File: src/design/lcd_consts.svh
`ifndef LCD_CONSTS_SVH
`define LCD_CONSTS_SVH

// 480x272 panel, horizontal timing in pixel clocks.
`define LCD_H_ACTIVE 480
`define LCD_H_BACK   43
`define LCD_H_FRONT  8
`define LCD_H_PULSE  4

// Vertical timing in lines.
`define LCD_V_ACTIVE 272
`define LCD_V_BACK   12
`define LCD_V_FRONT  8
`define LCD_V_PULSE  4

// Sync pulse sits inside the back porch.
`define LCD_H_TOTAL (`LCD_H_BACK + `LCD_H_ACTIVE + `LCD_H_FRONT)
`define LCD_V_TOTAL (`LCD_V_BACK + `LCD_V_ACTIVE + `LCD_V_FRONT)

// Image window edge in pixels.
`define LCD_WIN_SIZE 256

// 64x64 words of 4x4 pixel blocks.
`define LCD_RAM_AW 12

// APB byte address width.
`define LCD_APB_AW 8

`endif

File: src/design/lcd_pkg.sv
`default_nettype none

`include "lcd_consts.svh"

package lcd_pkg;

	// Grey level as stored in the frame RAM.
	typedef logic [8:0] lcd_pixel_t;

	// Unsigned screen coordinate.
	typedef logic [9:0] lcd_coord_t;

	// RGB565, red in the top bits.
	typedef struct packed {
		logic [4:0] r;
		logic [5:0] g;
		logic [4:0] b;
	} lcd_rgb_t;

	// APB register byte offsets.
	typedef enum logic [`LCD_APB_AW-1:0] {
		CTRL      = 'h00, // Bit 0 is pattern enable.
		WIN_POS   = 'h04, // x in 9:0, y in 25:16.
		BG_COLOR  = 'h08,
		RAM_ADDR  = 'h0C,
		RAM_DATA  = 'h10, // Write only, post-increments RAM_ADDR.
		FRAME_CNT = 'h14  // Read only.
	} lcd_reg_e;

endpackage

`default_nettype wire

File: src/design/lcd_timing.sv
`timescale 1ns/1ns
`default_nettype none

`include "lcd_consts.svh"

module lcd_timing (
	input wire logic pixel_clk,
	input wire logic rst,
	output lcd_pkg::lcd_coord_t h_cnt,
	output lcd_pkg::lcd_coord_t v_cnt,
	output logic raw_hsync,
	output logic raw_vsync,
	output logic raw_den,
	output logic frame_start,
	output logic [15:0] frame_cnt
);

	logic line_end;
	logic frame_end;
	logic h_act;
	logic v_act;

	assign line_end = (h_cnt == 10'(`LCD_H_TOTAL - 1));
	assign frame_end = (v_cnt == 10'(`LCD_V_TOTAL - 1));

	always_ff @(posedge pixel_clk or negedge rst) begin
		if (!rst) begin
			h_cnt <= '0;
			v_cnt <= '0;
		end else if (line_end) begin
			h_cnt <= '0;
			v_cnt <= frame_end ? '0 : v_cnt + 1'b1;
		end else begin
			h_cnt <= h_cnt + 1'b1;
		end
	end

	// Syncs are active low for the first few counts.
	assign raw_hsync = (h_cnt >= `LCD_H_PULSE);
	assign raw_vsync = (v_cnt >= `LCD_V_PULSE);

	assign h_act = (h_cnt >= `LCD_H_BACK) && (h_cnt < (`LCD_H_BACK + `LCD_H_ACTIVE));
	assign v_act = (v_cnt >= `LCD_V_BACK) && (v_cnt < (`LCD_V_BACK + `LCD_V_ACTIVE));
	assign raw_den = h_act && v_act;

	assign frame_start = (h_cnt == '0) && (v_cnt == '0);

	always_ff @(posedge pixel_clk or negedge rst) begin
		if (!rst) begin
			frame_cnt <= '0;
		end else if (frame_start) begin
			frame_cnt <= frame_cnt + 1'b1;
		end
	end

	a_cnt_range: assert property (@(posedge pixel_clk) disable iff (!rst)
		(h_cnt < `LCD_H_TOTAL) && (v_cnt < `LCD_V_TOTAL));

endmodule

`default_nettype wire

File: config.mk
export PLATFORM = sky130hd
export DESIGN_NAME = lcd_timing
export DESIGN_NICKNAME = d
export VERILOG_FILES = /design/src/design/lcd_pkg.sv /design/src/design/lcd_timing.sv
export VERILOG_INCLUDE_DIRS = /design/src /design/src/design
export SDC_FILE = /design/constraint.sdc
export NUM_CORES = 1
export LEC_CHECK = 0
export BUFFER_PORTS_ARGS = -buffer_cell sky130_fd_sc_hd__buf_2
export CAP_MARGIN = 20
export CELL_PAD_IN_SITES_DETAIL_PLACEMENT = 0
export CELL_PAD_IN_SITES_GLOBAL_PLACEMENT = 2
export CORE_MARGIN = 2
export CORE_UTILIZATION = 36
export CTS_BUF_LIST = sky130_fd_sc_hd__clkbuf_16
export CTS_CLUSTER_SIZE = 16
export DETAILED_ROUTE_END_ITERATION = 6
export PLACE_DENSITY_LB_ADDON = 0.1
export SLEW_MARGIN = 0
export SYNTH_ARGS = -nofsm -noshare
export SYNTH_HDL_FRONTEND = slang
export SYNTH_SLANG_ARGS = --single-unit
File: constraint.sdc
create_clock -name pixel_clk -period 6.95 [get_ports pixel_clk]
set_input_delay 1.39 -clock pixel_clk [delete_from_list [all_inputs] [get_ports pixel_clk]]
set_output_delay 1.39 -clock pixel_clk [all_outputs]
set_load 0.03 [all_outputs]
# Yosys cells after proc, flatten, opt, wreduce, memory -nomap -nowiden

Cells that the tools add are included.

$add $sub $neg: 3
Multipliers: 0
Div/mod/pow operators: 0
$lt $le $gt $ge: 6
Eq/ne operators: 2
Shift operators: 0
Muxes and demuxes: 2
Bitwise operators: 0
Reductions and logical operators: 6

Operators with widths:

| operator                                                           | number |
|---|---|
| adder 10 x 1 -> 10 bit, second input constant                      | 2 |
| greater-or-equal comparator 10 x 3 -> 1 bit, second input constant | 2 |
| zero test 10 bit                                                   | 2 |
| two-way mux 10 bit                                                 | 2 |
| adder 16 x 1 -> 16 bit, second input constant                      | 1 |
| == test 10 bit, second input constant                              | 1 |
| == test 10 x 9 -> 1 bit, second input constant                     | 1 |
| greater-or-equal comparator 10 x 4 -> 1 bit, second input constant | 1 |
| greater-or-equal comparator 10 x 6 -> 1 bit, second input constant | 1 |
| less-than comparator 10 bit, second input constant                 | 1 |
| less-than comparator 10 x 9 -> 1 bit, second input constant        | 1 |
| logical AND 1 bit                                                  | 4 |

Flip-flop bits (word level): 36
Bits in latches: 0
RAM bits: 0
Bits in read-only memories: 0
Input bits: 2
Output and inout bits: 40
Memories kept: 0

# Longest topological paths before layout

Gate-level depths: netlist of run 1.

Word-level depth: 3
Gate-level depth with buffers: 8
Mapped depth without buffers: 6

# Least setup slack after synthesis of run 1

Ideal clock, no wire load.

Path type: flip-flop to output port
From: register h_cnt[1]
To: output port raw_den
Arrival: 2767 ps
Data required time: 5560 ps
Setup slack: 2793 ps
Cell stages (with the launch flop): 6
Path through: dfrtp_1 ha_1 o21a_1 o21ai_0 a21o_1 a2111oi_0

Cells in the longest elaborated chain, start to end: 3

Ends and longest elaborated chain:

| element                                                                                                     | RTL line         | RTL |
|---|---|---|
| from (decl)                                                                                                 | lcd_timing.sv:9  | `output lcd_pkg::lcd_coord_t h_cnt,` |
| from (signal assigned)                                                                                      | lcd_timing.sv:34 | `h_cnt <= h_cnt + 1'b1;` |
| greater-or-equal comparator 10 x 6 -> 1 bit (no line) / less-than comparator 10 bit (equally long branches) | n/a              |  |
| logical AND 1 bit *                                                                                         | lcd_timing.sv:42 | `` assign h_act = (h_cnt >= `LCD_H_BACK) && (h_cnt < (`LCD_H_BACK + `LCD_H_ACTIVE)); `` |
| logical AND 1 bit *                                                                                         | lcd_timing.sv:44 | `assign raw_den = h_act && v_act;` |
| to (decl)                                                                                                   | lcd_timing.sv:13 | `output logic raw_den,` |

Mark *: on every way between the ends. The rest lies on a longest branch, timed or not.

# Final worst setup path of run 1

From: register h_cnt[2]
To: output port frame_start

Cells in the longest elaborated chain, start to end: 2

Ends and longest elaborated chain:

| element           | RTL line         | RTL |
|---|---|---|
| zero test 10 bit  | lcd_timing.sv:46 | `assign frame_start = (h_cnt == '0) && (v_cnt == '0);` |
| logical AND 1 bit | lcd_timing.sv:46 |  |
| to (decl)         | lcd_timing.sv:14 | `output logic frame_start,` |

Every way passes these cells.

==> results of run 1 <==
[state kept, by name (all words and copies together), names as in the netlist]
name       flops
frame_cnt     16
v_cnt         10
h_cnt         10
[per-layer routing]
metal / global-route usage / wire length, um
met5: 0 / 0
met4: 0.0643 / 92
met3: 0.0318 / 185
met2: 0.246 / 1970
met1: 0.196 / 1910
[power by group through the flow]
stage / logic [mW] / clock network, mW / registers (mW)
6_report: 0.00422 / 0.208 / 0.210
3_3_place_gp: 0.00464 / 0 / 0.213
5_1_grt: 0.00516 / 0.225 / 0.210
3_5_place_dp: 0.00475 / 0 / 0.213
4_1_cts: 0.00471 / 0.213 / 0.210
2_1_floorplan: 0.000000476 / 0 / 0.213
[kinds of logic (layout without fill, tap and decap cells)]
group,Yosys count,in the layout,synth area share
flops,36,36,0.469
xor+xnor,28,28,0.128
mux,3,3,0.0176
compound gates,11,11,0.0410
simple gates,86,86,0.265
buf+inv,14,54,0.0410
fa+ha+maj,6,6,0.0391
[worst max-delay path, stage by stage (launching register included)]
cell	delay, ns
dfrtp_1	0.48
or4_4	0.57
or4_4	0.65
nor2_1	0.26
buf_2	0.25
[stage by stage]
step / worst slack [ns] / power [mW] / cells / instance area [um^2]
after floorplan: 2.79 / 0.213 / 184 / 1920
after global placement: 3.42 / 0.218 / 287 / 2160
after detailed placement: 3.39 / 0.218 / 287 / 2160
after CTS: 3.07 / 0.428 / 294 / 2290
after global routing: 2.98 / 0.439 / 294 / 2290
final: 3.08 / 0.422 / 294 / 2290
[synthesized netlist by cell type (5+ instances only)]
| cell | n | area (um^2) |
|---|---|---|
| nor3_2 | 6 | 60.1 |
| clkbuf_1 | 5 | 18.8 |
| nor2_1 | 11 | 41.3 |
| inv_1 | 6 | 22.5 |
| ha_1 | 6 | 75.1 |
| xor2_1 | 18 | 158 |
| xnor2_1 | 10 | 87.6 |
| nand4_1 | 5 | 31.3 |
| nor4_1 | 6 | 37.5 |
| nor3_1 | 7 | 35.0 |
| nand2_1 | 16 | 60.1 |
| and3_1 | 9 | 56.3 |
| nand3_1 | 9 | 45.0 |
| dfrtp_1 | 36 | 901 |
[layout make-up]
type / instances / area [um^2] / share of cell area
Multi-Input combinational cell: 134 / 941 / 0.411
Sequential cell: 36 / 901 / 0.393
Timing Repair Buffer: 41 / 205 / 0.0896
Clock buffer: 5 / 125 / 0.0546
Tap cell: 70 / 87.6 / 0.0383
Inverter: 6 / 22.5 / 0.00984
Clock inverter: 2 / 7.51 / 0.00328
[path summary, 6_finish.rpt]
path / start / endpoint / slack [ns]
min reg2reg: frame_cnt[15]$_DFFE_PN0P_ / frame_cnt[15]$_DFFE_PN0P_ / 0.47
max: h_cnt[2]$_DFF_PN0_ / frame_start / 3.08
max reg2reg: h_cnt[2]$_DFF_PN0_ / frame_cnt[1]$_DFFE_PN0P_ / 4.50
max in group asynchronous: rst / frame_cnt[1]$_DFFE_PN0P_ / 5.22
min in group asynchronous: rst / frame_cnt[11]$_DFFE_PN0P_ / 1.21
min: frame_cnt[15]$_DFFE_PN0P_ / frame_cnt[15]$_DFFE_PN0P_ / 0.47
==> results.sh, run 1 <==
export IMPL_ys_ff_latch=36
export IMPL_die_y_um=77.0
export IMPL_tritoncts="done"
export IMPL_worstHoldPathType="flip-flop to flip-flop"
export IMPL_switching_share=0.199
export IMPL_place_port_buffers=41
export IMPL_dr_pass1_iters=4
export IMPL_placeableCoreArea_mm2=0.00514
export IMPL_required_ns=5.56
export IMPL_fin_tns_setup_ns=0
export IMPL_die_width_um=77.0
export IMPL_arrival_ns=2.48
export IMPL_p_sw_mw=0.0838
export IMPL_nNetsFinal=232
export IMPL_vias_per_cell=5.06
export IMPL_comb_power_share=0.010
export IMPL_hold_violations=0
export IMPL_cts_setup_buffers=0
export IMPL_ctsResizeCount=0
export IMPL_hold_slack_ns=0.465
export IMPL_dieArea_mm2=0.00594
export IMPL_drt_iter0_drc=28
export IMPL_critPathKind="flip-flop to output port"
export IMPL_mostFrequentLayoutCells="41 x buf_2, 36 x dfrtp_1, 18 x xor2_1"
export IMPL_final_common_cell="buf_2"
export IMPL_grt_first_pass_wirelength_mm=7.15
export IMPL_synth_edf_count=0
export IMPL_postCtsHoldBufs=0
export IMPL_reg2reg_depth=4
export IMPL_rows=26
export IMPL_cts_sinks=36
export IMPL_cts_buffer_depth=2
export IMPL_whs_path_depth=1
export IMPL_leakage_nw=1.21
export IMPL_fillers=550
export IMPL_dp_hpwl_mm=3.05
export IMPL_syn_cell_area_mm2=0.00192
export IMPL_start_kind="flip-flop"
export IMPL_synth_warning_count=0
export IMPL_p_int_mw=0.338
export IMPL_syn_nets=192
export IMPL_diodes=0
export IMPL_grt_util_all_layers=0.151
export IMPL_insertion_delay_ns=0.28
export IMPL_fin_worst_skew_ns=0.00576
export IMPL_fmax_ghz=0.258
export IMPL_rsz0062_at_grt="false"
export IMPL_ir_worst_vdd_mv=0.0815
export IMPL_powerDensity_mw_per_mm2=184
export IMPL_syn_instance_count=184
export IMPL_yosys_cell_types_count=34
export IMPL_cts_buffers=5
export IMPL_ios=42
export IMPL_fin_util=0.445
export IMPL_route_detailed_drc=0
export IMPL_overflow=0
export IMPL_syn_area_per_cell_um2=10.4
export IMPL_seqPwrFrac=0.497
export IMPL_drive_above_1_share=0.259
export IMPL_cp_end_kind="output port"
export IMPL_drt_wl_total_mm=4.16
export IMPL_slew_viol_final=0
export IMPL_grt_max_degree=37
export IMPL_place_congestion=0.799
export IMPL_path_max_fanout=15
export IMPL_initial_utilization=0.374
export IMPL_min_period_ns=3.87
export IMPL_slew_headroom=0.452
export IMPL_final_setup_viol_count=0
export IMPL_htreeDepth=2
export IMPL_grt_pass1_vias=1460
export IMPL_routedWlPerCell_um=14.2
export IMPL_path_clk_slew_ns=0.05
export IMPL_worstMarginPinSlew_ns=0.822
export IMPL_ys_flop_type="dfrtp_1"
export IMPL_area_growth_pct=19.2
export IMPL_postRouteAntennaNets=0
export IMPL_status="complete, no violations"
export IMPL_pwr_share_clk=0.493
export IMPL_async_flop_share=1.00
export IMPL_vias=1487
export IMPL_antenna_found_initial=0
export IMPL_yosysSeqAreaShare=0.469
export IMPL_maxCapViolCount=0
export IMPL_root_buffer="clkbuf_16"
export IMPL_period_share=0.557
Note: power is estimated with default switching activity, not from simulation.
==> run 2, diff against run 1 <==
--- a/config.mk
+++ b/config.mk
@@ -11,7 +11,7 @@
 export CELL_PAD_IN_SITES_DETAIL_PLACEMENT = 0
 export CELL_PAD_IN_SITES_GLOBAL_PLACEMENT = 2
 export CORE_MARGIN = 2
-export CORE_UTILIZATION = 36
+export CORE_UTILIZATION = 34
 export CTS_BUF_LIST = sky130_fd_sc_hd__clkbuf_16
 export CTS_CLUSTER_SIZE = 16
 export DETAILED_ROUTE_END_ITERATION = 6
==> constraint.sdc (replaced) <==
create_clock -name pixel_clk -period 3.7 [get_ports pixel_clk]
set_input_delay 0.74 -clock pixel_clk [delete_from_list [all_inputs] [get_ports pixel_clk]]
set_output_delay 0.74 -clock pixel_clk [all_outputs]
set_load 0.03 [all_outputs]
==> results.sh, run 2 (synthesis results as in run 1) <==
export IMPL_maxCapViolCount=0
export IMPL_top_layer="met4"
export IMPL_ir_worst_vdd_mv=0.144
export IMPL_critPathKind="flip-flop to output port"
export IMPL_diodes=0
export IMPL_worstHoldPathType="flip-flop to flip-flop"
export IMPL_tritoncts="done"
export IMPL_hold_violations=0
export IMPL_slew_viol_final=0
export IMPL_multi_input_area_um2=941
export IMPL_reg_largest_list="frame_cnt x16, h_cnt x10, v_cnt x10"
export IMPL_route_detailed_drc=0
export IMPL_powerDensity_mw_per_mm2=343
export IMPL_drt_iter0_drc=68
export IMPL_period_share=0.869
export IMPL_min_period_ns=3.22
export IMPL_leakage_nw=1.22
export IMPL_fin_ws_ns=0.484
export IMPL_area_growth_pct=19.4
export IMPL_fin_tns_setup_ns=0
export IMPL_r2r_start="h_cnt[2]$_DFF_PN0_"
export IMPL_start_kind="flip-flop"
export IMPL_slew_headroom=0.449
export IMPL_wl_met3_um=178
export IMPL_fillers=563
export IMPL_grt_max_degree=37
export IMPL_required_ns=2.96
export IMPL_dp_slack_ns=0.776
export IMPL_overflow=0
export IMPL_drt_wl_total_mm=4.40
export IMPL_fmax_ghz=0.311
export IMPL_nNetsFinal=232
export IMPL_cts_buffer_depth=2
export IMPL_status="complete, no violations"
export IMPL_p_total_mw=0.786
export IMPL_rsz0062_at_grt="false"
export IMPL_hold_slack_ns=0.458
export IMPL_startpoint="h_cnt[2]$_DFF_PN0_"
export IMPL_grt_util_all_layers=0.153
export IMPL_path_clk_slew_ns=0.05
export IMPL_place_port_buffers=41
export IMPL_initial_utilization=0.351
export IMPL_arrival_ns=2.48
export IMPL_final_setup_viol_count=0
export IMPL_min_from="frame_cnt[15]$_DFFE_PN0P_"
export IMPL_cp_end_kind="output port"
export IMPL_htreeDepth=2
export IMPL_vias=1484
export IMPL_root_buffer="clkbuf_16"
export IMPL_cts_setup_buffers=0
export IMPL_rows=27
export IMPL_grt_first_pass_wirelength_mm=7.44
export IMPL_largest_register="frame_cnt"
export IMPL_cts_sinks=36
export IMPL_met2WireLength_mm=2.02
export IMPL_vias_per_cell=5.01
export IMPL_grt_pass1_vias=1469
export IMPL_largest_register_ffs=16
export IMPL_ctsResizeCount=0
export IMPL_mostFrequentLayoutCells="41 x buf_2, 36 x dfrtp_1, 18 x xor2_1"
export IMPL_met1_length_mm=2.15
export IMPL_regArea_um2=901
export IMPL_finish_instance_area_mm2=0.00229
export IMPL_ios=42
export IMPL_die_width_um=79.2
export IMPL_cts_buffers=5
export IMPL_worstMarginPinSlew_ns=0.826
export IMPL_routedWlPerCell_um=14.9
export IMPL_insertion_delay_ns=0.27
export IMPL_dp_hpwl_mm=3.16
export IMPL_drive_above_1_share=0.263
export IMPL_postRouteAntennaNets=0
export IMPL_fin_worst_skew_ns=0.00236
export IMPL_place_area_mm2=0.00216
export IMPL_dr_pass1_iters=4
export IMPL_die_y_um=79.2
export IMPL_final_common_cell="buf_2"
export IMPL_antenna_found_initial=0
export IMPL_dieArea_mm2=0.00627
export IMPL_place_congestion=0.763
export IMPL_path_max_fanout=15
export IMPL_postCtsHoldBufs=0
export IMPL_placeableCoreArea_mm2=0.00547
[run 2: worst paths after layout]
check | to | slack [ns] | depth (start not counted)
worst max-delay path | frame_start | 0.48 | 4
min in group asynchronous | h_cnt[8]$_DFF_PN0_ | 0.57 | 1
max in group asynchronous | frame_cnt[2]$_DFFE_PN0P_ | 2.61 | 1
worst min-delay path | frame_cnt[15]$_DFFE_PN0P_ | 0.46 | 1
worst min register to register | frame_cnt[15]$_DFFE_PN0P_ | 0.46 | 1
worst max register to register | frame_cnt[1]$_DFFE_PN0P_ | 1.26 | 4
[run 2: final cells by class]
class | instances | area share
clock buffers | 5 | 0.0546
clock inverters | 2 | 0.00382
inverters | 6 | 0.00982
multi-input cells | 134 | 0.410
flip-flops and latches | 36 | 0.393
well taps | 72 | 0.0393
repair buffers | 41 | 0.0895
[run 2: routing by layer]
metal  track usage  up-vias
li1              -      729
met1         0.212      719
met2         0.225       32
met3        0.0375        4
met4        0.0724        0
met5             0        -
[run 2: critical path, stage by stage, from the launching register on]
cell,delay (ns)
dfrtp_1,0.48
or4_4,0.58
or4_4,0.66
nor2_1,0.24
buf_2,0.24
[run 2: power by group]
group	internal (mW)	switching, mW
sequential	0.394	0
clock	0.241	0.142
combinational	0.000381	0.00761
total	0.636	0.150
[run 2: stage by stage]
step / util / instances
after floorplan: - / 184
final: 0.419 / 296
after global routing: 0.419 / 296
after global placement: 0.395 / 289
after detailed placement: 0.395 / 289
after CTS: 0.419 / 296
==> run 3, diff against run 2 <==
--- a/config.mk
+++ b/config.mk
@@ -6,12 +6,13 @@
 export SDC_FILE = /design/constraint.sdc
 export NUM_CORES = 1
 export LEC_CHECK = 0
+export ABC_AREA = 1
 export BUFFER_PORTS_ARGS = -buffer_cell sky130_fd_sc_hd__buf_2
 export CAP_MARGIN = 20
 export CELL_PAD_IN_SITES_DETAIL_PLACEMENT = 0
 export CELL_PAD_IN_SITES_GLOBAL_PLACEMENT = 2
 export CORE_MARGIN = 2
-export CORE_UTILIZATION = 34
+export CORE_UTILIZATION = 31
 export CTS_BUF_LIST = sky130_fd_sc_hd__clkbuf_16
 export CTS_CLUSTER_SIZE = 16
 export DETAILED_ROUTE_END_ITERATION = 6
==> results.sh, run 3 <==
export IMPL_status="complete, no violations"
export IMPL_postCtsHoldBufs=0
export IMPL_tritoncts="done"
export IMPL_dr_pass1_iters=4
export IMPL_yosys_area_top_type="dfrtp_1"
export IMPL_fmax_ghz=0.393
export IMPL_place_port_buffers=41
export IMPL_leakage_nw=1.50
export IMPL_root_buffer="clkbuf_16"
export IMPL_switching_share=0.194
export IMPL_yosys_top_cells_count="118 x nand2_1, 40 x inv_1, 36 x dfrtp_1, 35 x nor2_1, 24 x nand3_1"
export IMPL_synth_xor_area_share=0.0516
export IMPL_initial_utilization=0.324
export IMPL_die_y_um=91.5
export IMPL_synth_edf_count=0
export IMPL_worstMarginPinSlew_ns=0.878
export IMPL_regArea_um2=901
export IMPL_syn_nets=346
export IMPL_hold_violations=0
export IMPL_largest_register_ffs=16
export IMPL_worst_path_max_delay_cell="dfrtp_1"
export IMPL_cts_sinks=36
export IMPL_fin_util=0.387
export IMPL_dieArea_mm2=0.00838
export IMPL_grt_pass1_vias=2103
export IMPL_rows=31
export IMPL_syn_area_per_cell_um2=7.03
export IMPL_drive_above_1_share=0.196
export IMPL_min_period_ns=2.54
export IMPL_pwr_share_clk=0.542
export IMPL_cts_buffer_depth=2
export IMPL_netlist_top_cells_area="dfrtp_1 38%, nand2_1 19%, inv_1 6.3%"
export IMPL_powerDensity_mw_per_mm2=310
export IMPL_hold_slack_ns=0.543
export IMPL_largest_register="frame_cnt"
export IMPL_slew_headroom=0.414
export IMPL_htreeDepth=2
export IMPL_syn_cell_area_mm2=0.00238
export IMPL_ir_worst_vdd_mv=0.148
export IMPL_ctsResizeCount=0
export IMPL_cpLargestDelayFamily="simple AND/OR/NAND/NOR gates"
export IMPL_drt_iter0_drc=38
export IMPL_syn_instance_count=338
export IMPL_comb_power_share=0.010
export IMPL_reg_largest_list="frame_cnt x16, h_cnt x10, v_cnt x10"
export IMPL_p_int_mw=0.708
export IMPL_overflow=0
export IMPL_period_share=0.688
export IMPL_p_sw_mw=0.170
export IMPL_path_max_fanout=7
export IMPL_synth_simple_area_share=0.416
export IMPL_multi_input_area_mm2=0.00127
export IMPL_yosysSeqAreaShare=0.379
export IMPL_grt_util_all_layers=0.156
export IMPL_fin_worst_skew_ns=0.00751
export IMPL_vias=2180
export IMPL_cts_buffers=5
export IMPL_critPathKind="flip-flop to output port"
export IMPL_die_width_um=91.5
export IMPL_yosys_cell_types_count=26
export IMPL_synth_warning_count=0
export IMPL_ys_flop_type="dfrtp_1"
export IMPL_slew_viol_final=0
export IMPL_nNetsFinal=390
export IMPL_grt_first_pass_wirelength_mm=10.4
export IMPL_start_kind="flip-flop"
export IMPL_arrival_ns=1.80
export IMPL_final_common_cell="nand2_1"
export IMPL_place_congestion=0.742
export IMPL_required_ns=2.96
export IMPL_dp_hpwl_mm=4.47
export IMPL_synth_area_mux_share=0
export IMPL_path_clk_slew_ns=0.05
export IMPL_placeableCoreArea_mm2=0.00733
export IMPL_async_flop_share=1.00
export IMPL_dpl_cell_count=474
export IMPL_cp_end_kind="output port"
export IMPL_synth_top_family_by_area="simple AND/OR/NAND/NOR gates"
export IMPL_worstHoldPathType="flip-flop to flip-flop"
export IMPL_mostFrequentLayoutCells="118 x nand2_1, 41 x inv_1, 41 x buf_2"
export IMPL_fin_tns_setup_ns=0
export IMPL_maxCapViolCount=0
export IMPL_route_detailed_drc=0
export IMPL_yosysMostFrequentCell="nand2_1"
export IMPL_synth_compound_area_frac=0.0337
export IMPL_crit_chain="inv_1 > ha_1 > nand2_1 > nor3_4 > nand2_1 > inv_1 > buf_2"
export IMPL_area_growth_pct=19.3
export IMPL_seqPwrFrac=0.448
export IMPL_instances_no_fill=482
export IMPL_postRouteAntennaNets=0
export IMPL_cts_setup_buffers=0
export IMPL_vias_per_cell=4.52
export IMPL_ys_ff_latch=36
export IMPL_yosys_area_share_adder=0.0316
export IMPL_drt_wl_total_mm=5.98
export IMPL_fillers=799
export IMPL_yosys_area_top_type_share=0.379
export IMPL_rsz0062_at_grt="false"
export IMPL_diodes=0
export IMPL_ios=42
export IMPL_crit_path_max_incr_delay_ns=0.44
export IMPL_insertion_delay_ns=0.28
export IMPL_path_buf_inv=3
export IMPL_grt_max_degree=37
export IMPL_final_setup_viol_count=0
export IMPL_antenna_found_initial=0
export IMPL_routedWlPerCell_um=12.4
[run 3: area by class of cell]
cell class / count / area share
flip-flops and latches: 36 / 0.318
repair buffers: 41 / 0.0724
multi-input cells: 252 / 0.447
clock buffers: 5 / 0.0442
well taps: 99 / 0.0437
clock inverters: 3 / 0.0137
inverters: 46 / 0.0614
[run 3: kinds of logic (layout without fill, tap and decap cells)]
group | count (synthesis) | count (layout)
flops | 36 | 36
fa+ha+maj | 6 | 6
buf+inv | 50 | 95
simple gates | 217 | 217
xor+xnor | 14 | 14
compound gates | 15 | 15
[run 3: metal layers]
metal / up-vias / track usage / wire length [um]
met2: 32 / 0.259 / 2820
met4: 0 / 0.0530 / 68
li1: 1150 / - / -
met5: - / 0 / 0
met1: 993 / 0.206 / 2910
met3: 5 / 0.0241 / 186
[run 3: worst reg2reg max path: stages, from the launching register on]
cell and delay [ns]:
dfrtp_1 0.41, ha_1 0.28, nand3_2 0.15, nor2_1 0.26
nand3_1 0.11, nand2_1 0.07, nand2_1 0.04, nand2_1 0.05
nand2_1 0.04
[run 3: through the flow]
stage | instance area (um^2) | power (mW) | worst slack (ns)
final | 2830 | 0.879 | 1.16
after detailed placement | 2670 | 0.410 | 1.42
after floorplan | 2380 | 0.401 | 1.34
after global routing | 2830 | 0.916 | 0.942
after global placement | 2670 | 0.410 | 1.47
after CTS | 2830 | 0.901 | 1.11
[run 3: path summary, 6_finish.rpt]
kind / startpoint / end / slack [ns] / depth (start not counted)
max: h_cnt[0]$_DFF_PN0_ / frame_start / 1.16 / 7
min: frame_cnt[15]$_DFFE_PN0P_ / frame_cnt[15]$_DFFE_PN0P_ / 0.54 / 2
max reg2reg: frame_cnt[0]$_DFFE_PN0P_ / frame_cnt[14]$_DFFE_PN0P_ / 2.18 / 8
min reg2reg: frame_cnt[15]$_DFFE_PN0P_ / frame_cnt[15]$_DFFE_PN0P_ / 0.54 / 2
max in group asynchronous: rst / h_cnt[0]$_DFF_PN0_ / 2.57 / 1
min in group asynchronous: rst / frame_cnt[10]$_DFFE_PN0P_ / 0.58 / 1
[run 3: power groups by stage]
stage,logic (mW),clock network (mW),registers (mW)
final,0.00848,0.477,0.394
after global routing,0.0102,0.513,0.393
after CTS,0.00957,0.498,0.394
after detailed placement,0.00959,0,0.401
after global placement,0.00927,0,0.401
after floorplan,0.000000746,0,0.401
